## src/mips_isa_pkg.sv

```systemverilog
package mips_isa_pkg;

    // Datapath and address width
    parameter int word_w = 32;

    // Register file index
    parameter int reg_w = 5;

    // Lane widths for sub-word accesses
    parameter int byte_w = 8;
    parameter int half_w = 16;

    // Memory access size as decoded from the load/store opcode
    typedef enum logic [1:0]
    {
        size_byte = 2'b00,
        size_half = 2'b01,
        size_word = 2'b10
    } size_t;

endpackage

```

## src/pipe_pkg.sv

```systemverilog
package pipe_pkg;

    // EX/MEM payload of one instruction leaving execute
    typedef struct packed
    {
        logic [mips_isa_pkg::word_w-1:0] pc8;
        logic [mips_isa_pkg::word_w-1:0] pc_branch;
        logic [mips_isa_pkg::word_w-1:0] alu;
        logic [mips_isa_pkg::word_w-1:0] store_data;
        // Already shifted left by 16
        logic [mips_isa_pkg::word_w-1:0] upper_imm;
        logic [mips_isa_pkg::reg_w-1:0]  rd;
        logic                            zero;
        // Memory stage control
        logic                            branch;
        logic                            neq_branch;
        logic                            mem_write;
        logic                            mem_read;
        mips_isa_pkg::size_t             mem_size;
        // Write-back control
        logic                            jal;
        logic                            mem_to_reg;
        logic                            reg_write;
        logic                            zero_extend;
        logic                            lui;
        logic                            halt;
    } ex_mem_t;

    // MEM/WB payload of one instruction leaving the memory stage
    typedef struct packed
    {
        logic [mips_isa_pkg::word_w-1:0] alu;
        // Whole word as read, lane picked at write-back
        logic [mips_isa_pkg::word_w-1:0] load_word;
        logic [mips_isa_pkg::word_w-1:0] pc8;
        logic [mips_isa_pkg::word_w-1:0] upper_imm;
        logic [1:0]                      byte_sel;
        logic [mips_isa_pkg::reg_w-1:0]  rd;
        mips_isa_pkg::size_t             load_size;
        logic                            zero_extend;
        logic                            mem_to_reg;
        logic                            jal;
        logic                            lui;
        logic                            reg_write;
        logic                            halt;
    } mem_wb_t;

endpackage

```

## src/writeback_select.sv

```systemverilog
`timescale 1ns/1ns

module writeback_select
(
    input  pipe_pkg::mem_wb_t               i_mem_wb,
    output logic [mips_isa_pkg::word_w-1:0] o_wb_data,
    output logic [mips_isa_pkg::reg_w-1:0]  o_wb_rd,
    output logic                            o_wb_en,
    output logic                            o_halt
);

    localparam int byte_pad = mips_isa_pkg::word_w - mips_isa_pkg::byte_w;
    localparam int half_pad = mips_isa_pkg::word_w - mips_isa_pkg::half_w;

    logic [mips_isa_pkg::byte_w-1:0] load_byte;
    logic [mips_isa_pkg::half_w-1:0] load_half;
    logic                            byte_fill;
    logic                            half_fill;
    logic [mips_isa_pkg::word_w-1:0] load_value;

    // Little-endian lane extraction
    assign load_byte = i_mem_wb.load_word[i_mem_wb.byte_sel*mips_isa_pkg::byte_w +:
                                          mips_isa_pkg::byte_w];
    assign load_half = i_mem_wb.byte_sel[1] ?
                       i_mem_wb.load_word[mips_isa_pkg::word_w-1:mips_isa_pkg::half_w] :
                       i_mem_wb.load_word[mips_isa_pkg::half_w-1:0];

    // Sign bit unless lbu/lhu
    assign byte_fill = ~i_mem_wb.zero_extend & load_byte[mips_isa_pkg::byte_w-1];
    assign half_fill = ~i_mem_wb.zero_extend & load_half[mips_isa_pkg::half_w-1];

    always_comb
    begin
        case (i_mem_wb.load_size)
            mips_isa_pkg::size_byte: load_value = {{byte_pad{byte_fill}}, load_byte};
            mips_isa_pkg::size_half: load_value = {{half_pad{half_fill}}, load_half};
            default:                 load_value = i_mem_wb.load_word;
        endcase
    end

    // Link address first, then LUI, then load, then ALU
    always_comb
    begin
        if (i_mem_wb.jal)
        begin
            o_wb_data = i_mem_wb.pc8;
        end
        else if (i_mem_wb.lui)
        begin
            o_wb_data = i_mem_wb.upper_imm;
        end
        else if (i_mem_wb.mem_to_reg)
        begin
            o_wb_data = load_value;
        end
        else
        begin
            o_wb_data = i_mem_wb.alu;
        end
    end

    assign o_wb_rd = i_mem_wb.rd;
    assign o_wb_en = i_mem_wb.reg_write;
    assign o_halt  = i_mem_wb.halt;

endmodule

```

## config.mk

```make
export PLATFORM = sky130hd
export DESIGN_NAME = writeback_select
export DESIGN_NICKNAME = d
export VERILOG_FILES = /design/src/mips_isa_pkg.sv /design/src/pipe_pkg.sv /design/src/writeback_select.sv
export SDC_FILE = /design/constraint.sdc
export NUM_CORES = 1
export LEC_CHECK = 0
export BUFFER_PORTS_ARGS = -buffer_cell sky130_fd_sc_hd__buf_2
export CAP_MARGIN = 20
export CORE_MARGIN = 2
export CORE_UTILIZATION = 34
export DETAILED_ROUTE_END_ITERATION = 7
export GPL_TIMING_DRIVEN = 0
export PLACE_DENSITY = 0.91
export SYNTH_ARGS = -nofsm -noshare
export SYNTH_HDL_FRONTEND = slang
export SYNTH_SLANG_ARGS = --single-unit
```

## constraint.sdc

```tcl
create_clock -name vclk -period 1.65
set_clock_uncertainty 0.1 [all_clocks]
set_input_delay 0.33 -clock vclk [all_inputs]
set_output_delay 0.33 -clock vclk [all_outputs]
set_load 0.01 [all_outputs]
```

# == Word level (Yosys, flattened, before mapping) ==
# Cells that the tools add are included.
# totals
out_inout_bits,39
in_bits,143
register_bits,0
elab_cells,11
# op_classes
bitwise_logic,3
shift,1
n_mux,5
n_reduce_logical,1
eq_ne,1
# op_table
op,n
32-bit two-way mux,3
32-bit case mux with 2 select lines,1
32-bit by 6-bit variable part select with 8-bit output,1
16-bit two-way mux,1
1-bit bitwise AND,2
"2-bit by 1-bit == test with 1-bit output, second input constant",1
2-bit logical NOT,1
1-bit inverter,1

# == Logic depth before layout (Yosys ltp) ==
# depth
word_depth,6
depth_mapped,7
mapped_depth_nobuf,4

# == Least setup slack after synthesis ==
# No wires, ideal clock.
# synth_timing
path_type,input -> output
startpoint,input port i_mem_wb[14] (netlist name)
endpoint,output port o_wb_data[6] (netlist name)
required_ns,1.220
slack_ns,-0.178
stages,6
n_path_buf,2
arrival_ns,1.398
path_cell_list,buf_6 > buf_6 > mux2_1 > mux2_2 > a21oi_1 > o21ai_1
# synth_via
elab_chain_cells,5
word_cells_on_any_way,6
classes_between,shift: 1; mux: 5
# synth_lines
item,line_no,source
from (decl),writeback_select.sv:5,"input pipe_pkg::mem_wb_t i_mem_wb,"
32-bit by 6-bit variable part select with 8-bit output or 16-bit two-way mux (tied branches),"writeback_select.sv:22, writeback_select.sv:24",
32-bit case mux with 2 select lines (*),writeback_select.sv:34,case (i_mem_wb.load_size)
32-bit two-way mux (*),writeback_select.sv:52,else if (i_mem_wb.mem_to_reg)
32-bit two-way mux (*),writeback_select.sv:48,else if (i_mem_wb.lui)
32-bit two-way mux (*),writeback_select.sv:44,if (i_mem_wb.jal)
to (decl),writeback_select.sv:6,"output logic [mips_isa_pkg::word_w-1:0] o_wb_data,"
# Every way passes the cells marked *; elsewhere a longest branch is shown, timed or not.

# == Final worst setup path ==
# layout_timing
startpoint,input port i_mem_wb[14] (netlist name)
endpoint,output port o_wb_data[0] (netlist name)
# Same word-level chain as after synthesis.

==> qor.yml <==
netlist_instances: 282
insertedDiodeCount: 0
powerDensity_nw_per_um2: 299
required_ns: 1.22
setup_tns_ns: -11.78
startpoint_type: "primary input"
outcome: "complete, but fails checks"
antenna_found_initial: 0
period_minus_slack_ns: 2.08
nNetsFinal: 608
maxSlewHeadroom_pct: 61.3
num_rows: 25
via_per_inst: 5.48
detail-route-antenna-nets: 0
multiInputGateArea_sq_um: 1830
p_leak_nw: 1.56
setup_viol: 32
hp-class: "in -> out"
grt_overflow_total: 0
crit_path_end_kind: "output port"
place_ws_ns: -0.570
whs_ns: 0.744
ys_warn_count: 0
yosys.cell_types.count: 29
gp_congestion: 0.859
ir_drop_v: 0.000148
drcViolationCount: 0
min-delay-start: "i_mem_wb[0]"
ios: 182
fillers: 442
worst_slew_pin_slew_ns: 0.581
path_class: "in -> out"
violations: "negative setup slack"
post_route_cells_drive_above_1_share_pct: 61.8
die_width_microns: 75.2
initial_core_util_pct: 35.8
grt_pass1_wl_microns: 12500
num_vias: 2905
drt_iter0_markers: 126
drt_wl_total_microns: 8850
seq_area_frac_synth_pct: 0
fin_crit_sh_pct: 126
firstDrtPassIters: 4
hold_end: "o_halt"
rsz0062_at_grt: "true"
hold_buffers: 0
hold_viol: 0
syn_to_final_growth_pct: 84.2
setup.worst_path.start: "i_mem_wb[14]"
seqCellArea_sq_um: 0
worstPathArrival_ns: 1.65
grt_usage_pct: 28.5
dp_hpwl_microns: 6830
synthesis.area_sq_um: 1730
n_clock_buffer: 0
finalMaxSlewViolations: 0
seq_cells: 0
grt_pass1_vias: 2793
io_buffer_count: 172
grt_max_degree: 11
fp.coreArea_sq_um: 4820
syn-num-nets: 425
fin_ws_ns: -0.430
syn_area_per_cell_sq_um: 6.12
hold_depth: 2
die-area_sq_um: 5660
wl_per_cell_microns: 16.7
drv_cap: 0
die_y_microns: 75.2
fmax_mhz: 481
cp_max_fo: 6
[report_power, final]
part | internal [mW] | switching (mW) | leakage [nW]
combinational | 0.474 | 0.478 | 1.56
sequential | 0 | 0 | 0
clock | 0 | 0 | 0
total | 0.474 | 0.478 | 1.56
[what timing repair did]
action / CTS / global route
gates resized for setup: 38 / 38
buffers inserted: 6 / 4
cloned: 1 / 0
setup endpoints to repair: 32 / 32
endpoints found under the hold margin: 0 / 0
pin swaps: 7 / 14
[worst max-delay path by stage]
stage | endpoint | cells after the start
after floorplan | o_wb_data[20] | 6
after global placement | o_wb_data[13] | 7
after detailed placement | o_wb_data[8] | 6
after CTS | o_wb_data[28] | 8
after global routing | o_wb_data[4] | 8
final | o_wb_data[0] | 8
[critical path, cell delays in order]
cell	delay, ns
buf_8	0.10
buf_12	0.13
buf_4	0.14
mux2_4	0.31
mux2_4	0.29
a21oi_4	0.16
o21ai_2	0.05
buf_2	0.14
[placed cells by master, fill, tap and decap left out, types with 3 or more instances in the layout]
cell type and n:
buf_6 5, nor3_1 32, a22oi_1 8, buf_12 4, and3b_1 8, o21ai_2 7, mux2_4 21, nor2_1 9
clkbuf_4 3, o21ai_1 7, nand2_1 31, a21oi_4 6, o31ai_1 4, a21oi_2 27, o21ai_0 10, buf_2 175
buf_4 12, clkbuf_1 3, nor2b_1 25, buf_8 3, a21oi_1 31, clkbuf_2 7, o31ai_2 4
[metrics by stage]
step / power (mW) / area (sq um) / util, % / cells
3_3_place_gp: 0.801 / 2820 / 58.5 / 521
6_report: 0.952 / 3180 / 66.0 / 530
3_5_place_dp: 0.818 / 2820 / 58.5 / 521
2_1_floorplan: 0.471 / 1880 / - / 282
5_1_grt: 1.02 / 3180 / 66.0 / 530
4_1_cts: 0.892 / 3040 / 63.1 / 527
[cells in the mapped netlist (all sizes together)]
library cell | number | area share (%)
a21oi | 64 | 21
nor3 | 32 | 9.3
nand2 | 31 | 6.7
nor2b | 25 | 9.1
o21ai | 24 | 7.0
mux2 | 23 | 15
buf | 20 | 7.8
clkbuf | 14 | 3.0
nor2 | 10 | 2.2
a22oi | 8 | 3.5
and3b | 8 | 4.1
o31ai | 8 | 3.5
inv | 3 | 0.65
mux2i | 3 | 1.7
nand2b | 2 | 0.73
a2111oi | 1 | 1.6
nand3b | 1 | 0.44
nand4 | 1 | 0.36
nand4b | 1 | 0.51
o22ai | 1 | 0.36
o311a | 1 | 1.2
or2 | 1 | 0.36
[metal layers]
metal	up-vias	GRT usage, %	share of wire, %
li1	1382	-	-
met1	1350	34.5	41
met2	160	54.0	50
met3	13	2.01	6.8
met4	0	7.41	1.5
met5	-	0	0
[final cells by class]
type / count / area share, %
plain buffers: 33 / 7.56
inverters: 3 / 0.472
multi-input cells: 245 / 57.5
well taps: 67 / 2.64
repair buffers: 182 / 31.8
[cells by family after synthesis]
logic type	synth area share [%]
buf+inv	11.5
compound gates	37.9
mux	17.0
simple gates	33.7
Note: power is estimated with default switching activity, not from simulation.
